[config.mk]
export PLATFORM = sky130hd
export DESIGN_NAME = rv_wb_regfile
export DESIGN_NICKNAME = d
export VERILOG_FILES = /design/src/rtl/rv_pkg.sv /design/src/rtl/rv_wb_regfile.sv
export SDC_FILE = /design/constraint.sdc
export NUM_CORES = 2
export LEC_CHECK = 0
export BUFFER_PORTS_ARGS = -buffer_cell sky130_fd_sc_hd__buf_2
export CAP_MARGIN = 20
export CORE_ASPECT_RATIO = 0.75
export CORE_MARGIN = 5
export CORE_UTILIZATION = 60
export DETAILED_ROUTE_END_ITERATION = 6
export PLACE_DENSITY = 0.78
export SLEW_MARGIN = 20
export SYNTH_ARGS = -nofsm -noshare
export SYNTH_HDL_FRONTEND = slang
export SYNTH_SLANG_ARGS = --single-unit
[constraint.sdc]
create_clock -name clk -period 8.13 [get_ports clk]
set_clock_uncertainty 0.05 [all_clocks]
set_input_delay 1.626 -clock clk [delete_from_list [all_inputs] [get_ports clk]]
set_output_delay 1.626 -clock clk [all_outputs]
set_load 0.05 [all_outputs]
[src/rtl/rv_pkg.sv]
package rv_pkg;

  localparam int XLEN = 32;  // Data path width

  ////////////////////////////////////////
  // Major opcodes
  ////////////////////////////////////////
  localparam logic [6:0] OPCODE_OP     = 7'h33;  // Register-register
  localparam logic [6:0] OPCODE_OPIMM  = 7'h13;  // Register-immediate
  localparam logic [6:0] OPCODE_LUI    = 7'h37;
  localparam logic [6:0] OPCODE_SYSTEM = 7'h73;  // ECALL / EBREAK only

  ////////////////////////////////////////
  // Operator encodings
  ////////////////////////////////////////
  typedef enum logic [3:0] {
    ALU_ADD,
    ALU_SUB,
    ALU_SLL,
    ALU_SLT,
    ALU_SLTU,
    ALU_XOR,
    ALU_SRL,
    ALU_SRA,
    ALU_OR,
    ALU_AND,
    ALU_LUI   // Pass operand B through
  } alu_opcode_e;

  typedef enum logic [1:0] {
    MUL_L,  // Low word of product
    MUL_H   // High word of product
  } mul_opcode_e;

  typedef enum logic {
    OP_B_REGB,
    OP_B_IMM
  } alu_op_b_mux_e;

  ////////////////////////////////////////
  // Pipeline payloads
  ////////////////////////////////////////
  typedef struct packed {
    logic        valid;
    logic [31:0] instr;
    logic        illegal_c_insn;  // Compressed expander flagged this word
  } if_id_pipe_t;

  // Common output of every subdecoder
  typedef struct packed {
    logic          alu_en;
    alu_opcode_e   alu_operator;
    alu_op_b_mux_e alu_op_b_mux_sel;
    logic          mul_en;
    mul_opcode_e   mul_operator;
    logic [1:0]    mul_signed_mode;   // [1] rs1 signed, [0] rs2 signed
    logic [1:0]    rf_re;             // [1] rs2, [0] rs1
    logic          rf_we;
    logic          sys_ecall_insn;
    logic          sys_ebrk_insn;
    logic          illegal_insn;
  } decoder_ctrl_t;

  localparam decoder_ctrl_t DECODER_CTRL_ILLEGAL_INSN = '{
    alu_en           : 1'b0,
    alu_operator     : ALU_ADD,
    alu_op_b_mux_sel : OP_B_REGB,
    mul_en           : 1'b0,
    mul_operator     : MUL_L,
    mul_signed_mode  : 2'b00,
    rf_re            : 2'b00,
    rf_we            : 1'b0,
    sys_ecall_insn   : 1'b0,
    sys_ebrk_insn    : 1'b0,
    illegal_insn     : 1'b1
  };

  typedef struct packed {
    logic            valid;
    decoder_ctrl_t   ctrl;
    logic [4:0]      rd;
    logic [4:0]      rs1_addr;
    logic [4:0]      rs2_addr;
    logic [XLEN-1:0] rs1_rdata;
    logic [XLEN-1:0] rs2_rdata;
    logic [XLEN-1:0] imm;        // I-type or U-type, already expanded
  } id_ex_pipe_t;

  typedef struct packed {
    logic            valid;
    logic            rf_we;
    logic [4:0]      rd;
    logic [XLEN-1:0] result;
    logic            illegal_insn;
    logic            sys_ecall_insn;
    logic            sys_ebrk_insn;
  } ex_wb_pipe_t;

endpackage
[src/rtl/rv_wb_regfile.sv]
`timescale 1ns/100ps

module rv_wb_regfile (
  input  logic                clk,
  input  logic                rst_i,
  input  rv_pkg::ex_wb_pipe_t ex_wb_i,
  input  logic [4:0]          rs1_addr_i,
  input  logic [4:0]          rs2_addr_i,
  output logic [31:0]         rs1_rdata_o,
  output logic [31:0]         rs2_rdata_o,
  output rv_pkg::ex_wb_pipe_t ex_wb_o,        // Registered copy, for forwarding
  output logic                wb_valid_o,
  output logic                wb_we_o,
  output logic [4:0]          wb_rd_o,
  output logic [31:0]         wb_data_o,
  output logic                illegal_insn_o,
  output logic                sys_ecall_o,
  output logic                sys_ebrk_o
);

  rv_pkg::ex_wb_pipe_t     ex_wb_q;
  logic [rv_pkg::XLEN-1:0] rf_q [1:31];  // x0 is not stored

  always_ff @(posedge clk) begin
    if (rst_i) begin
      ex_wb_q.valid          <= 1'b0;
      ex_wb_q.rf_we          <= 1'b0;
      ex_wb_q.illegal_insn   <= 1'b0;
      ex_wb_q.sys_ecall_insn <= 1'b0;
      ex_wb_q.sys_ebrk_insn  <= 1'b0;
    end else begin
      ex_wb_q.valid          <= ex_wb_i.valid;
      ex_wb_q.rf_we          <= ex_wb_i.rf_we;
      ex_wb_q.illegal_insn   <= ex_wb_i.illegal_insn;
      ex_wb_q.sys_ecall_insn <= ex_wb_i.sys_ecall_insn;
      ex_wb_q.sys_ebrk_insn  <= ex_wb_i.sys_ebrk_insn;
    end
    ex_wb_q.rd     <= ex_wb_i.rd;
    ex_wb_q.result <= ex_wb_i.result;
  end

  always_ff @(posedge clk) begin
    if (rst_i) begin
      for (int i = 1; i < 32; i++) begin
        rf_q[i] <= '0;
      end
    end else if (ex_wb_q.rf_we && (ex_wb_q.rd != 5'd0)) begin
      rf_q[ex_wb_q.rd] <= ex_wb_q.result;
    end
  end

  // x0 reads zero, same-cycle write goes straight through
  function automatic logic [31:0] rf_read(input logic [4:0] addr);
    if (addr == 5'd0) begin
      return '0;
    end else if (ex_wb_q.rf_we && (ex_wb_q.rd == addr)) begin
      return ex_wb_q.result;
    end
    return rf_q[addr];
  endfunction

  always_comb begin
    rs1_rdata_o = rf_read(rs1_addr_i);
    rs2_rdata_o = rf_read(rs2_addr_i);
  end

  assign ex_wb_o        = ex_wb_q;
  assign wb_valid_o     = ex_wb_q.valid;
  assign wb_we_o        = ex_wb_q.rf_we;
  assign wb_rd_o        = ex_wb_q.rd;
  assign wb_data_o      = ex_wb_q.result;
  assign illegal_insn_o = ex_wb_q.illegal_insn;
  assign sys_ecall_o    = ex_wb_q.sys_ecall_insn;
  assign sys_ebrk_o     = ex_wb_q.sys_ebrk_insn;

endmodule

==> impl_metrics.env <==
export IMPL_status="complete, no violations"
export IMPL_fin_ws_ps=1350
export IMPL_critPathArrivalTime_ps=5100
export IMPL_place_gp_congestion=0.880
export IMPL_cts_root_buf="clkbuf_16"
export IMPL_routedWlPerCell_um=33.9
export IMPL_r2r_start="wb_rd_o[3]"
export IMPL_vias_per_cell=7.11
export IMPL_grt_setup_unrepaired="no"
export IMPL_critical_path_class="in -> out"
export IMPL_area_growth_pct=8.82
export IMPL_io_pins=202
export IMPL_grt_overflow_total=0
export IMPL_async_reset_ff_share_pct=0
export IMPL_ant_nets=0
export IMPL_min_to="rf_q[0][26]"
export IMPL_grt_pass1_vias=35700
export IMPL_worstHoldPathType="reg -> reg"
export IMPL_ir_worst_vdd_mv=0.217
export IMPL_crit_required_ps=6450
export IMPL_synth_common_cells="1024 x edfxtp_1, 995 x and2_1, 451 x mux4_2, 277 x clkbuf_1, 213 x mux2i_1"
export IMPL_synth_edff_count=1024
export IMPL_cts_tree="built"
export IMPL_postCtsSetupBuffers=0
export IMPL_utilization_pct=65.7
export IMPL_core_um2=93300
export IMPL_rrSetupSlack_ps=4130
export IMPL_cts_buffers=101
export IMPL_synth_top_area_cell="edfxtp_1"
export IMPL_cpLargestDelayFamily="buffers and inverters"
export IMPL_finalSetupTns_ps=0
export IMPL_portBuffers=201
export IMPL_period_minus_slack_ps=6780
export IMPL_nNetsFinal=3809
export IMPL_grt_max_degree=125
export IMPL_finalNonFillerCells=5074
export IMPL_initial_core_util_pct=60.4
export IMPL_synth_seq_cells=1066
export IMPL_syn_avg_cell_area_um2=15.1
export IMPL_cp_cell_sequence="buf_8, buf_4, mux4_2, a211oi_1, nand2_1, a32o_1, buf_2"
export IMPL_die_w_um=364
export IMPL_synthTopCellsByArea="edfxtp_1 55%, mux4_2 18%, and2_1 11%"
export IMPL_track_usage_pct=34.4
export IMPL_dieArea_um2=100000
export IMPL_layout_drive_gt1_share_pct=27.6
export IMPL_drtPass1Iterations=5
export IMPL_insertedDiodeCount=0
export IMPL_worstPathMaxFanout=67
export IMPL_r2r_cells=6
export IMPL_path_buf_inv=3
export IMPL_cts_sinks=1066
export IMPL_syn_inst=3735
export IMPL_max_freq_mhz=148
export IMPL_maxCapViolCount=0
export IMPL_hold_viol_final=0
export IMPL_dp_hpwl_um=98800
export IMPL_yosys_warnings=0
export IMPL_min_period_over_period_pct=83.3
export IMPL_slowest_delay_ps=740
export IMPL_htree_levels=3
export IMPL_syn_area_um2=56400
export IMPL_r2r_end="rf_q[28][9]"
export IMPL_finalMaxSlewViolations=0
export IMPL_powerDensity_nw_per_um2=202
export IMPL_antenna_found_initial=6
export IMPL_drt_total_wl_um=172000
export IMPL_die_h_um=275
export IMPL_setup_violations_final=0
export IMPL_placementRows=97
export IMPL_slew_headroom_pct=19.1
export IMPL_drc_errors=0
export IMPL_cts_buffer_depth=3
export IMPL_cts_hold_buf=0
export IMPL_tightest_slew_ps=1210
export IMPL_synth_top_cell_area_share_pct=54.6
export IMPL_grt_pass1_wl_um=247000
export IMPL_crit_path_top_delay_cell="a211oi_1"
export IMPL_hp_start="wb_data_o[26]"
export IMPL_cp_start_kind="input port"
export IMPL_yosysSeqAreaShare_pct=56.1
export IMPL_drtIter0Drc=6001
export IMPL_synth_most_common_cell="edfxtp_1"
export IMPL_cts_resized=0
export IMPL_post_place_ws_ps=1480
export IMPL_place_inst=4887
export IMPL_routed_via_count=36100
export IMPL_clock_latency_ps=690
export IMPL_hold_path_depth=0
export IMPL_clk_pin_slew_ps=60
export IMPL_synth_top_flop_cell="edfxtp_1"
export IMPL_endpoint_kind="primary output"
export IMPL_leakage_nw=23.1
export IMPL_synth_distinct_cells=45
-- per-layer routing --
layer	up-vias	track usage, %	routed length (um)
met3	486	13.7	28600
met2	3216	49.5	74500
met1	18100	47.5	61000
li1	14300	-	-
met5	-	0	44
met4	6	13.8	8020
-- state kept, by name, indices dropped and copies added (netlist names) --
register and flops:
wb_we_o 1, rf_q 1024, illegal_insn_o 1, wb_rd_o 5
sys_ecall_o 1, wb_data_o 32, wb_valid_o 1, sys_ebrk_o 1
-- report_power, final --
| part | switching, W | internal, W | total (W) |
|---|---|---|---|
| logic | 0.000993 | 0.000497 | 0.00149 |
| registers | 0.000107 | 0.00616 | 0.00627 |
| clock network | 0.00207 | 0.00259 | 0.00466 |
| total | 0.00317 | 0.00925 | 0.0124 |
-- through the flow --
step / area [um2] / hold slack, ps / total power (W)
6_report: 61300 / 583 / 0.0124
5_1_grt: 61300 / 629 / 0.0127
4_1_cts: 61300 / 593 / 0.0124
3_5_place_dp: 58100 / 576 / 0.00783
3_3_place_gp: 58100 / 571 / 0.00781
2_1_floorplan: 56500 / 725 / 0.00736
-- cells by family (layout without fill, tap and decap cells) --
kind of cell,count (synthesis),count (layout),synth area share (%)
simple gates,1193,1193,12.7
flops,1066,1066,56.1
mux,696,696,22.4
buf+inv,443,514,3.87
compound gates,326,326,4.76
xor+xnor,10,10,0.155
other cells,1,32,0.00665
-- final cells by class --
cell class | instances | area (um2)
fill | 6382 | 32000
clock buffer | 147 | 2820
sequential | 1066 | 31600
multi-input combinational | 2257 | 22900
tap | 1237 | 1550
clock inverter | 38 | 332
inverter | 1 | 3.75
timing repair buffer | 328 | 2150
-- placed cells by master, fill, tap and decap left out, types with 37 or more instances in the layout --
cell       Yosys  layout
and2_1       995     994
clkbuf_16      0     103
dfxtp_1       42      37
mux4_2       451     451
edfxtp_1    1024    1024
mux2i_1      213     213
buf_2         67     194
buf_4         60     117
a22oi_1       62      62
o22ai_1       52      52
nand2_1       97      97
-- worst register-to-register path, cell delays in order, from the launching register on --
cell and delay, ps:
dfxtp_1 650, or3_1 300, nand4bb_1 600, nor2_4 270, buf_4 540, or2_2 680
buf_4 530
-- how the worst max path moves through the flow --
stage	start	endpoint	slack (ps)	depth (start not counted)
after floorplan	rs1_addr_i[0]	rs1_rdata_o[30]	2500	7
after global placement	rs2_addr_i[0]	rs2_rdata_o[28]	1530	7
after detailed placement	rs2_addr_i[0]	rs2_rdata_o[28]	1480	7
after CTS	rs2_addr_i[0]	rs2_rdata_o[28]	1480	7
after global routing	rs2_addr_i[0]	rs2_rdata_o[28]	1210	7
final	rs2_addr_i[0]	rs2_rdata_o[28]	1350	7
Power figures use the tool's default switching activity.
