`config.mk`:
```
export PLATFORM = sky130hd
export DESIGN_NAME = rv_ex_stage
export DESIGN_NICKNAME = d
export VERILOG_FILES = /design/src/rtl/rv_pkg.sv /design/src/rtl/rv_ex_stage.sv
export SDC_FILE = /design/constraint.sdc
export NUM_CORES = 2
export LEC_CHECK = 0
export ABC_CLOCK_PERIOD_IN_PS = 13900
export BUFFER_PORTS_ARGS = -buffer_cell sky130_fd_sc_hd__buf_2
export CORE_ASPECT_RATIO = 1.4
export CORE_MARGIN = 4
export CORE_UTILIZATION = 25
export CTS_CLUSTER_DIAMETER = 100
export DETAILED_ROUTE_END_ITERATION = 8
export MAX_ROUTING_LAYER = met4
export SETUP_SLACK_MARGIN = 0.2
export SYNTH_ARGS = -nofsm -noshare
export SYNTH_HDL_FRONTEND = slang
export SYNTH_SLANG_ARGS = --single-unit
export TNS_END_PERCENT = 50
```
`constraint.sdc`:
```
create_clock -name clk -period 13.9 [get_ports clk]
set_clock_uncertainty 0.15 [all_clocks]
set_input_delay 0 -clock clk [delete_from_list [all_inputs] [get_ports clk]]
set_output_delay 0 -clock clk [all_outputs]
set_load 0.02 [all_outputs]
```
`src/rtl/rv_pkg.sv`:
```
package rv_pkg;

  localparam int XLEN = 32;  // Data path width

  ////////////////////////////////////////
  // Major opcodes
  ////////////////////////////////////////
  localparam logic [6:0] OPCODE_OP     = 7'h33;  // Register-register
  localparam logic [6:0] OPCODE_OPIMM  = 7'h13;  // Register-immediate
  localparam logic [6:0] OPCODE_LUI    = 7'h37;
  localparam logic [6:0] OPCODE_SYSTEM = 7'h73;  // ECALL / EBREAK only

  ////////////////////////////////////////
  // Operator encodings
  ////////////////////////////////////////
  typedef enum logic [3:0] {
    ALU_ADD,
    ALU_SUB,
    ALU_SLL,
    ALU_SLT,
    ALU_SLTU,
    ALU_XOR,
    ALU_SRL,
    ALU_SRA,
    ALU_OR,
    ALU_AND,
    ALU_LUI   // Pass operand B through
  } alu_opcode_e;

  typedef enum logic [1:0] {
    MUL_L,  // Low word of product
    MUL_H   // High word of product
  } mul_opcode_e;

  typedef enum logic {
    OP_B_REGB,
    OP_B_IMM
  } alu_op_b_mux_e;

  ////////////////////////////////////////
  // Pipeline payloads
  ////////////////////////////////////////
  typedef struct packed {
    logic        valid;
    logic [31:0] instr;
    logic        illegal_c_insn;  // Compressed expander flagged this word
  } if_id_pipe_t;

  // Common output of every subdecoder
  typedef struct packed {
    logic          alu_en;
    alu_opcode_e   alu_operator;
    alu_op_b_mux_e alu_op_b_mux_sel;
    logic          mul_en;
    mul_opcode_e   mul_operator;
    logic [1:0]    mul_signed_mode;   // [1] rs1 signed, [0] rs2 signed
    logic [1:0]    rf_re;             // [1] rs2, [0] rs1
    logic          rf_we;
    logic          sys_ecall_insn;
    logic          sys_ebrk_insn;
    logic          illegal_insn;
  } decoder_ctrl_t;

  localparam decoder_ctrl_t DECODER_CTRL_ILLEGAL_INSN = '{
    alu_en           : 1'b0,
    alu_operator     : ALU_ADD,
    alu_op_b_mux_sel : OP_B_REGB,
    mul_en           : 1'b0,
    mul_operator     : MUL_L,
    mul_signed_mode  : 2'b00,
    rf_re            : 2'b00,
    rf_we            : 1'b0,
    sys_ecall_insn   : 1'b0,
    sys_ebrk_insn    : 1'b0,
    illegal_insn     : 1'b1
  };

  typedef struct packed {
    logic            valid;
    decoder_ctrl_t   ctrl;
    logic [4:0]      rd;
    logic [4:0]      rs1_addr;
    logic [4:0]      rs2_addr;
    logic [XLEN-1:0] rs1_rdata;
    logic [XLEN-1:0] rs2_rdata;
    logic [XLEN-1:0] imm;        // I-type or U-type, already expanded
  } id_ex_pipe_t;

  typedef struct packed {
    logic            valid;
    logic            rf_we;
    logic [4:0]      rd;
    logic [XLEN-1:0] result;
    logic            illegal_insn;
    logic            sys_ecall_insn;
    logic            sys_ebrk_insn;
  } ex_wb_pipe_t;

endpackage
```
`src/rtl/rv_ex_stage.sv`:
```
`timescale 1ns/100ps

module rv_ex_stage (
  input  logic                  clk,
  input  logic                  rst_i,
  input  rv_pkg::if_id_pipe_t   if_id_pipe_i,
  input  rv_pkg::decoder_ctrl_t decoder_ctrl_i,
  input  logic [31:0]           rs1_rdata_i,   // Register file, write-through
  input  logic [31:0]           rs2_rdata_i,
  input  rv_pkg::ex_wb_pipe_t   ex_wb_i,       // EX/WB register, forwarding source
  output rv_pkg::ex_wb_pipe_t   ex_wb_o        // Next EX/WB contents
);

  rv_pkg::id_ex_pipe_t     id_ex_q;
  logic [31:0]             instr;
  logic [rv_pkg::XLEN-1:0] imm;
  logic                    fwd_a;
  logic                    fwd_b;
  logic [rv_pkg::XLEN-1:0] op_a;
  logic [rv_pkg::XLEN-1:0] reg_b;
  logic [rv_pkg::XLEN-1:0] op_b;
  logic [rv_pkg::XLEN-1:0] alu_result;
  logic signed [32:0]      mul_a;
  logic signed [32:0]      mul_b;
  logic signed [65:0]      mul_product;
  logic [rv_pkg::XLEN-1:0] ex_result;

  assign instr = if_id_pipe_i.instr;
  assign imm   = (instr[6:0] == rv_pkg::OPCODE_LUI) ? {instr[31:12], 12'h000}  // U-type
                                                     : {{20{instr[31]}}, instr[31:20]};

  ////////////////////////////////////////
  // ID/EX register
  ////////////////////////////////////////
  always_ff @(posedge clk) begin
    if (rst_i) begin
      id_ex_q.valid <= 1'b0;
    end else begin
      id_ex_q.valid <= if_id_pipe_i.valid;
    end
    id_ex_q.ctrl      <= decoder_ctrl_i;  // Payload, qualified by valid
    id_ex_q.rd        <= instr[11:7];
    id_ex_q.rs1_addr  <= instr[19:15];
    id_ex_q.rs2_addr  <= instr[24:20];
    id_ex_q.rs1_rdata <= rs1_rdata_i;
    id_ex_q.rs2_rdata <= rs2_rdata_i;
    id_ex_q.imm       <= imm;
  end

  // Older instruction in EX/WB wins over the stale register value
  assign fwd_a = ex_wb_i.rf_we && (ex_wb_i.rd == id_ex_q.rs1_addr) && (id_ex_q.rs1_addr != 5'd0);
  assign fwd_b = ex_wb_i.rf_we && (ex_wb_i.rd == id_ex_q.rs2_addr) && (id_ex_q.rs2_addr != 5'd0);

  assign op_a  = !id_ex_q.ctrl.rf_re[0] ? '0 : fwd_a ? ex_wb_i.result : id_ex_q.rs1_rdata;
  assign reg_b = !id_ex_q.ctrl.rf_re[1] ? '0 : fwd_b ? ex_wb_i.result : id_ex_q.rs2_rdata;
  assign op_b  = (id_ex_q.ctrl.alu_op_b_mux_sel == rv_pkg::OP_B_IMM) ? id_ex_q.imm : reg_b;

  always_comb begin
    case (id_ex_q.ctrl.alu_operator)
      rv_pkg::ALU_ADD:  alu_result = op_a + op_b;
      rv_pkg::ALU_SUB:  alu_result = op_a - op_b;
      rv_pkg::ALU_SLL:  alu_result = op_a << op_b[4:0];
      rv_pkg::ALU_SLT:  alu_result = {{(rv_pkg::XLEN-1){1'b0}}, $signed(op_a) < $signed(op_b)};
      rv_pkg::ALU_SLTU: alu_result = {{(rv_pkg::XLEN-1){1'b0}}, op_a < op_b};
      rv_pkg::ALU_XOR:  alu_result = op_a ^ op_b;
      rv_pkg::ALU_SRL:  alu_result = op_a >> op_b[4:0];
      rv_pkg::ALU_SRA:  alu_result = $signed(op_a) >>> op_b[4:0];
      rv_pkg::ALU_OR:   alu_result = op_a | op_b;
      rv_pkg::ALU_AND:  alu_result = op_a & op_b;
      rv_pkg::ALU_LUI:  alu_result = op_b;  // Immediate already shifted
      default:          alu_result = '0;
    endcase
  end

  // 33x33 signed covers all four MUL variants
  assign mul_a       = {id_ex_q.ctrl.mul_signed_mode[1] & op_a[31], op_a};
  assign mul_b       = {id_ex_q.ctrl.mul_signed_mode[0] & op_b[31], op_b};
  assign mul_product = mul_a * mul_b;

  assign ex_result = id_ex_q.ctrl.mul_en ?
                     ((id_ex_q.ctrl.mul_operator == rv_pkg::MUL_L) ? mul_product[31:0]
                                                                   : mul_product[63:32]) :
                     id_ex_q.ctrl.alu_en ? alu_result : '0;

  always_comb begin
    ex_wb_o.valid          = id_ex_q.valid;
    ex_wb_o.rf_we          = id_ex_q.valid & id_ex_q.ctrl.rf_we;
    ex_wb_o.rd             = id_ex_q.rd;
    ex_wb_o.result         = ex_result;
    ex_wb_o.illegal_insn   = id_ex_q.valid & id_ex_q.ctrl.illegal_insn;
    ex_wb_o.sys_ecall_insn = id_ex_q.valid & id_ex_q.ctrl.sys_ecall_insn;
    ex_wb_o.sys_ebrk_insn  = id_ex_q.valid & id_ex_q.ctrl.sys_ebrk_insn;
  end

endmodule

```
==> key figures <==
Drt
  – Detailed Routing Iterations Pass 1: 6
  – Routed wire length: 253,700 µm
  – WL/cell: slightly below 30 µm
  – DR vias/cell: 5.240
  – Initial DRC count: 4,360
  – Via count: 46,058
  – Remaining DRCs: 0
  – Final ANT Viol Nets: 0

Outcome
  – Status: completed

Placement
  – Dpl hpwl: 205,900 µm
  – GP Congestion: 1.054
  – Dpl cell area: ~55,000 µm²
  – I/O Buffers: 195
  – Placed cells: 8,616

Synthesis
  – Most used DFF post-synth: dfxtp_1
  – Synth Register Bits: around 130
  – Largest family of logic cells by synthesized area: adder cells
  – Post-synthesis area per instance: between 8 and 9 µm²
  – Adder-Cell Fraction of Synth Area: 52.45%
  – Largest area contributor in the netlist: fa_1
  – Async set-or-reset flop fraction in the synthesized netlist: 0%
  – Cell variety after synth: 85
  – Post-synth EDFFs: 0
  – Multiplexer share of the synthesized area: 3.640%
  – Warnings from Yosys: 0
  – Ranking of synthesized cells by area: fa_1 45%, inv_1 8.6%, ha_1 7.7%, nand2_1 6.9%, dfxtp_1 5.1%
  – Synthesized-area fraction occupied by xor and xnor cells: under 10%
  – Simple-Gate Fraction of Synth Area: 14.33%
  – Mapped Cells: 5,955
  – Mapped cell area: slightly above 50,000 µm²
  – Synth Area in Compound Gates: 11.03%
  – Register area share after synthesis: under 10%
  – Yosys top cell area share: between 40 and 50%
  – Synthesized Nets: 7,550

Critical path
  – Startpoint types: flop
  – Max incr delay on CP: 940 ps
  – Kind of end point of the critical path: output port
  – Crit-path max FO: 28
  – Worst Path Required: 13,750 ps
  – WP data arrival: 12,320 ps
  – CP max stage cell: o21a_1
  – Worst path top cell family by delay: adder cells
  – Crit Path Class: reg2out
  – Buf/Inv on CP: 5
  – Most used cell, CP: fa_1

Floorplanning
  – FP Rows: approximately 190
  – Initial Util: about a quarter
  – Ports: 201
  – Die height: 539.2 µm
  – CORE AREA: 200,000 µm²
  – Full die area: 208,900 µm²
  – Die span in x: 387.4 µm

STA
  – Final setup fails: 0
  – Fin crit period: between 10,000 and 15,000 ps
  – Final TNS setup: 0 ps
  – Peak Freq: 0.08019 GHz
  – Final Hold Vio Count: 0
  – Final Slew Violations: 0
  – Worst slew pin tran: around 1400 ps
  – Rel. slew slack: 6.791%
  – RSZ-0062 raised after global routing: no
  – Tcrit/Tclk final: 89.71%

CTS
  – Clock slew seen by the registers of the worst setup and hold paths: 60 ps
  – Root Buffer: clkbuf_16
  – CTS buffer count: 17
  – Clock Path Buffers: 2
  – H-tree depth: 4
  – Post-CTS setup buffers: 0
  – Hold_buf cts: 120
  – Clock sinks: 129
  – Resized Gates After CTS: 0
  – TritonCTS clock tree: done

Global route
  – GR Layer Usage met1: about 25%
  – Gr ovfl total: 0
  – Vias in the first global route: approximately 50,000
  – GRT Overall Usage: 24.61%
  – Pin count of the biggest net entering global routing: 77
  – Initial antenna violation count: 21
  – Met3 GRT Util: between 4 and 5%
  – Grt met2 use: between 40% and 50%
  – Global-route wire length before repair: 359,300 µm
  – GRT Max-Usage Layer: met2

Finish
  – P&R area growth vs syn: 12.79%
  – Final Instance Count excl. Fillers: 8,789
  – Nets: 7,704
  – Layout cell share with drive strength beyond 1: approximately 8.4%
  – Final Instance Area: 56,830 µm²

Run
  – Max Cap Viol: 0

Worst hold path
  – Worst min path class: in2reg
## registers in the layout (all words and copies together), names as in the netlist
| name | flops |
|---|---|
| ex_wb_o | 6 |
| id_ex_q | 123 |
## kinds of logic (layout without fill, tap and decap cells)
group                      Yosys count  in the layout
other                                0             21
AOI/OAI and AO/OA                  827            827
adders and majority gates         1436           1436
muxes                              179            179
and+or+nand+nor                   1741           1741
DFF                                129            129
buffers and inverters             1543           1710
xor gates and xnor gates           100            100
## layer usage
layer | share of wire, % | wire, µm
met1 | 33 | 84600
met2 | 47 | 118700
met3 | 7.9 | 20120
met4 | 12 | 30320
met5 | 0 | 0
## cells in the mapped netlist (16+ instances only)
cell type  number
inv_1        1151
fa_1         1127
nand2_1       923
nor2_1        532
ha_1          309
clkbuf_1      276
a21oi_1       182
o21ai_0       173
mux2i_1       163
dfxtp_1       129
xnor2_1        78
a21o_1         57
buf_1          51
nand3_1        50
nor3_1         46
a221oi_1       37
a31oi_1        33
nor2b_1        33
o21a_1         33
o221ai_1       32
a211oi_1       31
o31ai_1        30
nand4_1        29
nand2b_1       28
buf_2          24
o211ai_1       24
o22ai_1        23
xor2_1         22
clkinv_1       20
nor4_1         19
a221o_1        17
a22oi_1        16
and2_1         16
## final timing paths
check                from      endpoint  cells after the start
max          id_ex_q[104]   ex_wb_o[16]                     30
min    decoder_ctrl_i[13]  id_ex_q[124]                      2
## placed cells by master, fill, tap and decap left out, drive strengths merged, types with 16 or more instances in the layout
master       Yosys  layout
a31oi           33      33
buf             89     380
a22oi           16      16
clkinv          20      21
and2            16      16
diode            0      21
clkbuf         276      19
nor4            19      19
dfxtp          129     129
inv           1158    1169
o221ai          32      32
nor3            48      48
o31ai           30      30
a21oi          182     182
dlygate4sd3      0     120
nand4           29      29
a21o            57      57
mux2i          164     164
o211ai          24      24
nand2b          28      28
nand2          923     923
ha             309     309
nor2b           33      33
xnor2           78      78
o22ai           23      23
o21ai          183     183
nor2           533     533
fa            1127    1127
a221oi          38      38
a211oi          31      31
xor2            22      22
o21a            34      34
a221o           17      17
nand3           50      50
## metrics by stage
step / worst slack, ps / hold WS (ps) / util (%)
after floorplan: 3914 / -122.3 / -
after global placement: 2157 / -47.42 / 27.51
after detailed placement: 2123 / -46.41 / 27.51
after CTS: 1594 / 0.4567 / 28.39
after global routing: 1001 / 14.98 / 28.41
final: 1430 / 17.51 / 28.41
## layout make-up
cell class              count  area, µm²
fillers                 21490     143200
well taps                2646       3311
multi-input cells        4283      42310
clock buffers              19      442.9
repair buffers            500       3591
diodes                     21      52.55
clock inverters            13      116.4
inverters                1178       4422
flip-flops and latches    129       2582
Power is left out: the tool's default activity adds up to more than one toggle a clock period on the data nets, which glitch-free logic cannot reach.
