--- src/rtl/rv_pkg.sv ---
package rv_pkg;

  localparam int XLEN = 32;  // Data path width

  ////////////////////////////////////////
  // Major opcodes
  ////////////////////////////////////////
  localparam logic [6:0] OPCODE_OP     = 7'h33;  // Register-register
  localparam logic [6:0] OPCODE_OPIMM  = 7'h13;  // Register-immediate
  localparam logic [6:0] OPCODE_LUI    = 7'h37;
  localparam logic [6:0] OPCODE_SYSTEM = 7'h73;  // ECALL / EBREAK only

  ////////////////////////////////////////
  // Operator encodings
  ////////////////////////////////////////
  typedef enum logic [3:0] {
    ALU_ADD,
    ALU_SUB,
    ALU_SLL,
    ALU_SLT,
    ALU_SLTU,
    ALU_XOR,
    ALU_SRL,
    ALU_SRA,
    ALU_OR,
    ALU_AND,
    ALU_LUI   // Pass operand B through
  } alu_opcode_e;

  typedef enum logic [1:0] {
    MUL_L,  // Low word of product
    MUL_H   // High word of product
  } mul_opcode_e;

  typedef enum logic {
    OP_B_REGB,
    OP_B_IMM
  } alu_op_b_mux_e;

  ////////////////////////////////////////
  // Pipeline payloads
  ////////////////////////////////////////
  typedef struct packed {
    logic        valid;
    logic [31:0] instr;
    logic        illegal_c_insn;  // Compressed expander flagged this word
  } if_id_pipe_t;

  // Common output of every subdecoder
  typedef struct packed {
    logic          alu_en;
    alu_opcode_e   alu_operator;
    alu_op_b_mux_e alu_op_b_mux_sel;
    logic          mul_en;
    mul_opcode_e   mul_operator;
    logic [1:0]    mul_signed_mode;   // [1] rs1 signed, [0] rs2 signed
    logic [1:0]    rf_re;             // [1] rs2, [0] rs1
    logic          rf_we;
    logic          sys_ecall_insn;
    logic          sys_ebrk_insn;
    logic          illegal_insn;
  } decoder_ctrl_t;

  localparam decoder_ctrl_t DECODER_CTRL_ILLEGAL_INSN = '{
    alu_en           : 1'b0,
    alu_operator     : ALU_ADD,
    alu_op_b_mux_sel : OP_B_REGB,
    mul_en           : 1'b0,
    mul_operator     : MUL_L,
    mul_signed_mode  : 2'b00,
    rf_re            : 2'b00,
    rf_we            : 1'b0,
    sys_ecall_insn   : 1'b0,
    sys_ebrk_insn    : 1'b0,
    illegal_insn     : 1'b1
  };

  typedef struct packed {
    logic            valid;
    decoder_ctrl_t   ctrl;
    logic [4:0]      rd;
    logic [4:0]      rs1_addr;
    logic [4:0]      rs2_addr;
    logic [XLEN-1:0] rs1_rdata;
    logic [XLEN-1:0] rs2_rdata;
    logic [XLEN-1:0] imm;        // I-type or U-type, already expanded
  } id_ex_pipe_t;

  typedef struct packed {
    logic            valid;
    logic            rf_we;
    logic [4:0]      rd;
    logic [XLEN-1:0] result;
    logic            illegal_insn;
    logic            sys_ecall_insn;
    logic            sys_ebrk_insn;
  } ex_wb_pipe_t;

endpackage
--- src/rtl/rv_decoder.sv ---
`timescale 1ns/100ps

module rv_decoder (
  input  rv_pkg::if_id_pipe_t   if_id_pipe_i,
  input  logic                  deassert_we_i,   // Kill side effects of this instruction
  output rv_pkg::decoder_ctrl_t decoder_ctrl_o
);

  rv_pkg::decoder_ctrl_t decoder_i_ctrl;
  rv_pkg::decoder_ctrl_t decoder_m_ctrl;
  rv_pkg::decoder_ctrl_t ctrl_subdec;  // Selected subdecoder output
  rv_pkg::decoder_ctrl_t ctrl_mux;     // After compressed override

  rv_i_decoder i_decoder_i (
    .instr_rdata_i  (if_id_pipe_i.instr),
    .decoder_ctrl_o (decoder_i_ctrl)
  );

  rv_m_decoder m_decoder_i (
    .instr_rdata_i  (if_id_pipe_i.instr),
    .decoder_ctrl_o (decoder_m_ctrl)
  );

  // M first, then I, else nothing matched
  always_comb begin
    if (!decoder_m_ctrl.illegal_insn) begin
      ctrl_subdec = decoder_m_ctrl;
    end else if (!decoder_i_ctrl.illegal_insn) begin
      ctrl_subdec = decoder_i_ctrl;
    end else begin
      ctrl_subdec = rv_pkg::DECODER_CTRL_ILLEGAL_INSN;
    end
  end

  assign ctrl_mux = if_id_pipe_i.illegal_c_insn ? rv_pkg::DECODER_CTRL_ILLEGAL_INSN : ctrl_subdec;

  ////////////////////////////////////////
  // Deassert suppression
  ////////////////////////////////////////
  always_comb begin
    decoder_ctrl_o = ctrl_mux;
    if (deassert_we_i) begin
      decoder_ctrl_o.alu_en         = 1'b0;
      decoder_ctrl_o.mul_en         = 1'b0;
      decoder_ctrl_o.rf_re          = 2'b00;
      decoder_ctrl_o.rf_we          = 1'b0;
      decoder_ctrl_o.sys_ecall_insn = 1'b0;
      decoder_ctrl_o.sys_ebrk_insn  = 1'b0;
      decoder_ctrl_o.illegal_insn   = 1'b0;  // Still retires, but silently
    end
  end

endmodule

--- src/rtl/rv_m_decoder.sv ---
`timescale 1ns/100ps

module rv_m_decoder (
  input  logic [31:0]           instr_rdata_i,
  output rv_pkg::decoder_ctrl_t decoder_ctrl_o
);

  logic [2:0] funct3;
  logic       is_mul;  // OP with funct7 1 and funct3 0..3

  assign funct3 = instr_rdata_i[14:12];
  assign is_mul = (instr_rdata_i[6:0] == rv_pkg::OPCODE_OP) &&
                  (instr_rdata_i[31:25] == 7'h01) && !funct3[2];  // DIV/REM not decoded

  always_comb begin
    decoder_ctrl_o = rv_pkg::DECODER_CTRL_ILLEGAL_INSN;
    if (is_mul) begin
      decoder_ctrl_o.mul_en       = 1'b1;
      decoder_ctrl_o.mul_operator = (funct3 == 3'b000) ? rv_pkg::MUL_L : rv_pkg::MUL_H;
      case (funct3[1:0])
        2'b10:   decoder_ctrl_o.mul_signed_mode = 2'b10;  // MULHSU
        2'b11:   decoder_ctrl_o.mul_signed_mode = 2'b00;  // MULHU
        default: decoder_ctrl_o.mul_signed_mode = 2'b11;  // MUL, MULH
      endcase
      decoder_ctrl_o.rf_re        = 2'b11;
      decoder_ctrl_o.rf_we        = 1'b1;
      decoder_ctrl_o.illegal_insn = 1'b0;
    end
  end

endmodule

--- src/rtl/rv_i_decoder.sv ---
`timescale 1ns/100ps

module rv_i_decoder (
  input  logic [31:0]           instr_rdata_i,   // Raw instruction word
  output rv_pkg::decoder_ctrl_t decoder_ctrl_o   // Illegal constant when nothing matches
);

  logic [6:0] opcode;
  logic [2:0] funct3;
  logic [6:0] funct7;
  logic       op_legal;     // funct7 allowed for this OP funct3
  logic       opimm_legal;  // Shift-immediate funct7 check

  assign opcode = instr_rdata_i[6:0];
  assign funct3 = instr_rdata_i[14:12];
  assign funct7 = instr_rdata_i[31:25];

  // Only ADD/SUB and SRL/SRA have an alternate funct7
  assign op_legal = (funct7 == 7'h00) ||
                    ((funct7 == 7'h20) && ((funct3 == 3'b000) || (funct3 == 3'b101)));

  assign opimm_legal = (funct3 == 3'b001) ? (funct7 == 7'h00) :
                       (funct3 == 3'b101) ? ((funct7 == 7'h00) || (funct7 == 7'h20)) :
                       1'b1;

  // funct3 to ALU operator, alt selects SUB / SRA
  function automatic rv_pkg::alu_opcode_e alu_op(input logic [2:0] f3, input logic alt);
    case (f3)
      3'b000:  return alt ? rv_pkg::ALU_SUB : rv_pkg::ALU_ADD;
      3'b001:  return rv_pkg::ALU_SLL;
      3'b010:  return rv_pkg::ALU_SLT;
      3'b011:  return rv_pkg::ALU_SLTU;
      3'b100:  return rv_pkg::ALU_XOR;
      3'b101:  return alt ? rv_pkg::ALU_SRA : rv_pkg::ALU_SRL;
      3'b110:  return rv_pkg::ALU_OR;
      default: return rv_pkg::ALU_AND;
    endcase
  endfunction

  always_comb begin
    decoder_ctrl_o = rv_pkg::DECODER_CTRL_ILLEGAL_INSN;  // No match by default
    case (opcode)
      rv_pkg::OPCODE_OP: begin
        if (op_legal) begin
          decoder_ctrl_o.alu_en           = 1'b1;
          decoder_ctrl_o.alu_operator     = alu_op(funct3, funct7[5]);
          decoder_ctrl_o.alu_op_b_mux_sel = rv_pkg::OP_B_REGB;
          decoder_ctrl_o.rf_re            = 2'b11;   // rs1 and rs2
          decoder_ctrl_o.rf_we            = 1'b1;
          decoder_ctrl_o.illegal_insn     = 1'b0;
        end
      end
      rv_pkg::OPCODE_OPIMM: begin
        if (opimm_legal) begin
          decoder_ctrl_o.alu_en           = 1'b1;
          // imm[10] only means SRA for funct3 101
          decoder_ctrl_o.alu_operator     = alu_op(funct3, funct7[5] && (funct3 == 3'b101));
          decoder_ctrl_o.alu_op_b_mux_sel = rv_pkg::OP_B_IMM;
          decoder_ctrl_o.rf_re            = 2'b01;   // rs1 only
          decoder_ctrl_o.rf_we            = 1'b1;
          decoder_ctrl_o.illegal_insn     = 1'b0;
        end
      end
      rv_pkg::OPCODE_LUI: begin
        decoder_ctrl_o.alu_en           = 1'b1;
        decoder_ctrl_o.alu_operator     = rv_pkg::ALU_LUI;
        decoder_ctrl_o.alu_op_b_mux_sel = rv_pkg::OP_B_IMM;  // U-type immediate
        decoder_ctrl_o.rf_we            = 1'b1;
        decoder_ctrl_o.illegal_insn     = 1'b0;
      end
      rv_pkg::OPCODE_SYSTEM: begin
        // Exact encodings, everything else in SYSTEM stays illegal
        if (instr_rdata_i == 32'h0000_0073) begin
          decoder_ctrl_o.sys_ecall_insn = 1'b1;
          decoder_ctrl_o.illegal_insn   = 1'b0;
        end else if (instr_rdata_i == 32'h0010_0073) begin
          decoder_ctrl_o.sys_ebrk_insn  = 1'b1;
          decoder_ctrl_o.illegal_insn   = 1'b0;
        end
      end
      default: ;  // Unknown opcode
    endcase
  end

endmodule

--- config.mk ---
export PLATFORM = sky130hd
export DESIGN_NAME = rv_decoder
export DESIGN_NICKNAME = d
export VERILOG_FILES = /design/src/rtl/rv_pkg.sv /design/src/rtl/rv_decoder.sv /design/src/rtl/rv_m_decoder.sv /design/src/rtl/rv_i_decoder.sv
export SDC_FILE = /design/constraint.sdc
export NUM_CORES = 1
export LEC_CHECK = 0
export ABC_CLOCK_PERIOD_IN_PS = 4700
export BUFFER_PORTS_ARGS = -buffer_cell sky130_fd_sc_hd__buf_2
export CORE_MARGIN = 2
export CORE_UTILIZATION = 30
export DETAILED_ROUTE_END_ITERATION = 12
export PLACE_DENSITY = 0.77
export SETUP_SLACK_MARGIN = 0.4
export SLEW_MARGIN = 20
export SYNTH_ARGS = -nofsm -noshare
export SYNTH_HDL_FRONTEND = slang
export SYNTH_SLANG_ARGS = --single-unit
--- constraint.sdc ---
create_clock -name vclk -period 4.7
set_clock_uncertainty 0.2 [all_clocks]
set_input_delay 0.94 -clock vclk [all_inputs]
set_output_delay 0.94 -clock vclk [all_outputs]
set_load 0.1 [all_outputs]
==> out/results.md <==
| Item | Value |
|---|---|
| Global route overflow | 0 |
| Net switching power | 0.02648 mW |
| Clock buffers | 0 |
| GRT Resource Usage Total | 15.80% |
| Number of hold-slack violations in the final timing report | 0 |
| Final Wtd Congestion | 0.7592 |
| Compound-Gate Fraction of Synth Area | 23.56% |
| RSZ-0062 raised after global routing | true |
| Nature of the critical path startpoint | primary input |
| Power density over cell area | 53.55 nW/um2 |
| Portion of total power attributed to sequential cells | 0% |
| Final setup fails | 0 |
| Status | completed |
| Hold-fix buffers at CTS | 0 |
| Worst-case headroom to the max-slew limit | 51.46% |
| Total power of the final layout | 0.04455 mW |
| Share of the core filled with cells | 53.98% |
| Combinational Power Share | 100.0% |
| Global-route wire length before repair | 2.532 mm |
| Count of placed standard cells including taps | 137 |
| DRC violation count after routing | 0 |
| Die Span Y | 44.80 um |
| Die outline width | 44.80 um |
| Leakage power total | 0.3829 nW |
| Total internal power | 0.01808 mW |
| Worst setup path class | in -> out |
| Synth Area in Simple Gates | 69.92% |
| Path class of the lowest-slack min-delay path | in -> out |
| Post-synth design cell area | 499.2 um2 |
| Data arrival at the endpoint of the critical path | 3100 ps |
| Net count after synthesis | 109 |
| Maximum net fanout on the critical path | 5 |
| Number of antenna repair diodes | 0 |
| Fmax | 235.8 MHz |
| Sequential cell area | 0 um2 |
| Post-synth cell types | 36 |
| Max capacitance violation total | 0 |
| Multiplexer fraction of the synthesized cell area | 2.005% |
| Net Sw Frac | 59.43% |
| Synthesized area divided by synthesized cell count | 6.746 um2 |
| Min cycle time layout | 4241 ps |
| Die footprint | 2007 um2 |
| Layout-stage area growth over the synthesis result | 66.67% |
| Detailed-placement wirelength estimate | 1.377 mm |
| Number of fillers in the final layout | 149 |
| Worst path setup slack after routing | 459.1 ps |
| Share of synthesized cell area in full adder, half adder and majority cells | 0% |
| Remaining number of nets flagged by the antenna check after routing | 0 |
| Clk network pwr share | 0% |
| Share of the synthesized netlist area taken by xor and xnor gates | 0% |
| Post-route clock period utilization | 90.23% |
| Post-route insts no fill | 137 |
| Number of instances in the synthesized netlist | 74 |
| Worst VDD drop | 0.00004684 V |
| Starting DRC count in detailed routing | 5 |
| Largest family of logic cells by synthesized area | simple AND/OR/NAND/NOR gates |
| PortBufs | 50 |
| Post-route setup TNS | 0 ps |
| Count of flip-flops and latches | 0 |
| I/O pin count | 52 |
| Via Count | 746 |
| Final-report max-slew violation count | 0 |
| Number of antenna violations at the first check in global routing | 0 |
| Element type at the critical path end | primary output |
| Router iterations before antenna repair | 4 |
| Routed length per instance | 11.18 um |
| Required time of the critical path | 3560 ps |
| Via density | 5.445 |
| Initial Utilization | 32.39% |
| Setup slack at placement | 343.1 ps |
| Nets | 158 |
| Total detailed-routing wirelength | 1.532 mm |
| Placeable core region | 1541 um2 |
| Standard-cell rows | 14 |
| Fraction of layout cells with a size suffix above 1 | 61.16% |
| Actual slew at the worst max-slew pin | 722.6 ps |
| Number of global-route vias before repair | 618 |
| Sequential fraction of the synthesis area | 0% |
| Yosys synthesis warning count | 0 |
| Maximum number of pins on one net before global-route repair | 11 |
-- worst paths after layout --
check | startpoint | depth (start not counted) | slack (ps) | endpoint
max | if_id_pipe_i[29] | 7 | 460 | decoder_ctrl_o[3]
min | if_id_pipe_i[21] | 3 | 2080 | decoder_ctrl_o[2]
-- power by group through the flow --
stage / logic (mW) / clock network [mW] / registers [mW]
global route: 0.0490 / 0 / 0
detailed placement: 0.0444 / 0 / 0
CTS: 0.0444 / 0 / 0
finish: 0.0446 / 0 / 0
floorplan: 0.0238 / 0 / 0
global placement: 0.0430 / 0 / 0
-- area by class of cell --
class | instances | area (um2) | area share, %
multi-input combinational | 70 | 548.0 | 65.86
timing repair buffer | 50 | 260.3 | 31.28
tap | 16 | 20.02 | 2.406
inverter | 1 | 3.754 | 0.4511
-- placed cells by master, fill, tap and decap left out, drive strengths merged, types with 3 or more instances in the layout --
cell type and count:
nor2 12, nor3 7, a21oi 9, or3 3, nor4 3, buf 50
or2 3, nor2b 4
-- worst max-delay path: stages --
cell                       delay, ps
sky130_fd_sc_hd__buf_2           110
sky130_fd_sc_hd__or4_4           550
sky130_fd_sc_hd__nor3_2          250
sky130_fd_sc_hd__a21oi_1         220
sky130_fd_sc_hd__a2111o_1        560
sky130_fd_sc_hd__a21oi_4         170
sky130_fd_sc_hd__buf_4           300
-- cell usage after synthesis, types with 3 or more instances --
library cell | instances | area, um2
sky130_fd_sc_hd__a21oi_1 | 7 | 35.03
sky130_fd_sc_hd__nor2b_1 | 4 | 25.02
sky130_fd_sc_hd__nor2_1 | 12 | 45.04
sky130_fd_sc_hd__nor4_1 | 3 | 18.77
sky130_fd_sc_hd__or3_1 | 3 | 18.77
sky130_fd_sc_hd__nor3_1 | 6 | 30.03
-- metrics by stage --
stage	hold WS (ps)	instance area (um2)
6_report	2080	832.0
5_1_grt	2093	832.0
3_3_place_gp	2078	817.0
4_1_cts	2083	827.0
2_1_floorplan	1774	561.8
3_5_place_dp	2083	817.0
-- kinds of logic (layout without fill, tap and decap cells) --
kind of cell | after synthesis | in the layout
compound gates | 17 | 17
buf+inv | 4 | 51
mux | 1 | 1
other cells | 1 | 1
simple gates | 51 | 51
-- routing by layer --
layer | up-vias | track usage (%) | wire [um]
met3 | 0 | 0 | 164
met2 | 38 | 32.17 | 714
met5 | - | 0 | 0
met1 | 325 | 19.52 | 653
li1 | 383 | - | -
met4 | 0 | 0 | 0
-- timing repair --
| item | in CTS | in global routing |
|---|---|---|
| cloned | 0 | 0 |
| endpoints found under the setup margin | 4 | 2 |
| resized for setup | 4 | 1 |
| buffers inserted | 0 | 0 |
Power figures use the tool's default switching activity.
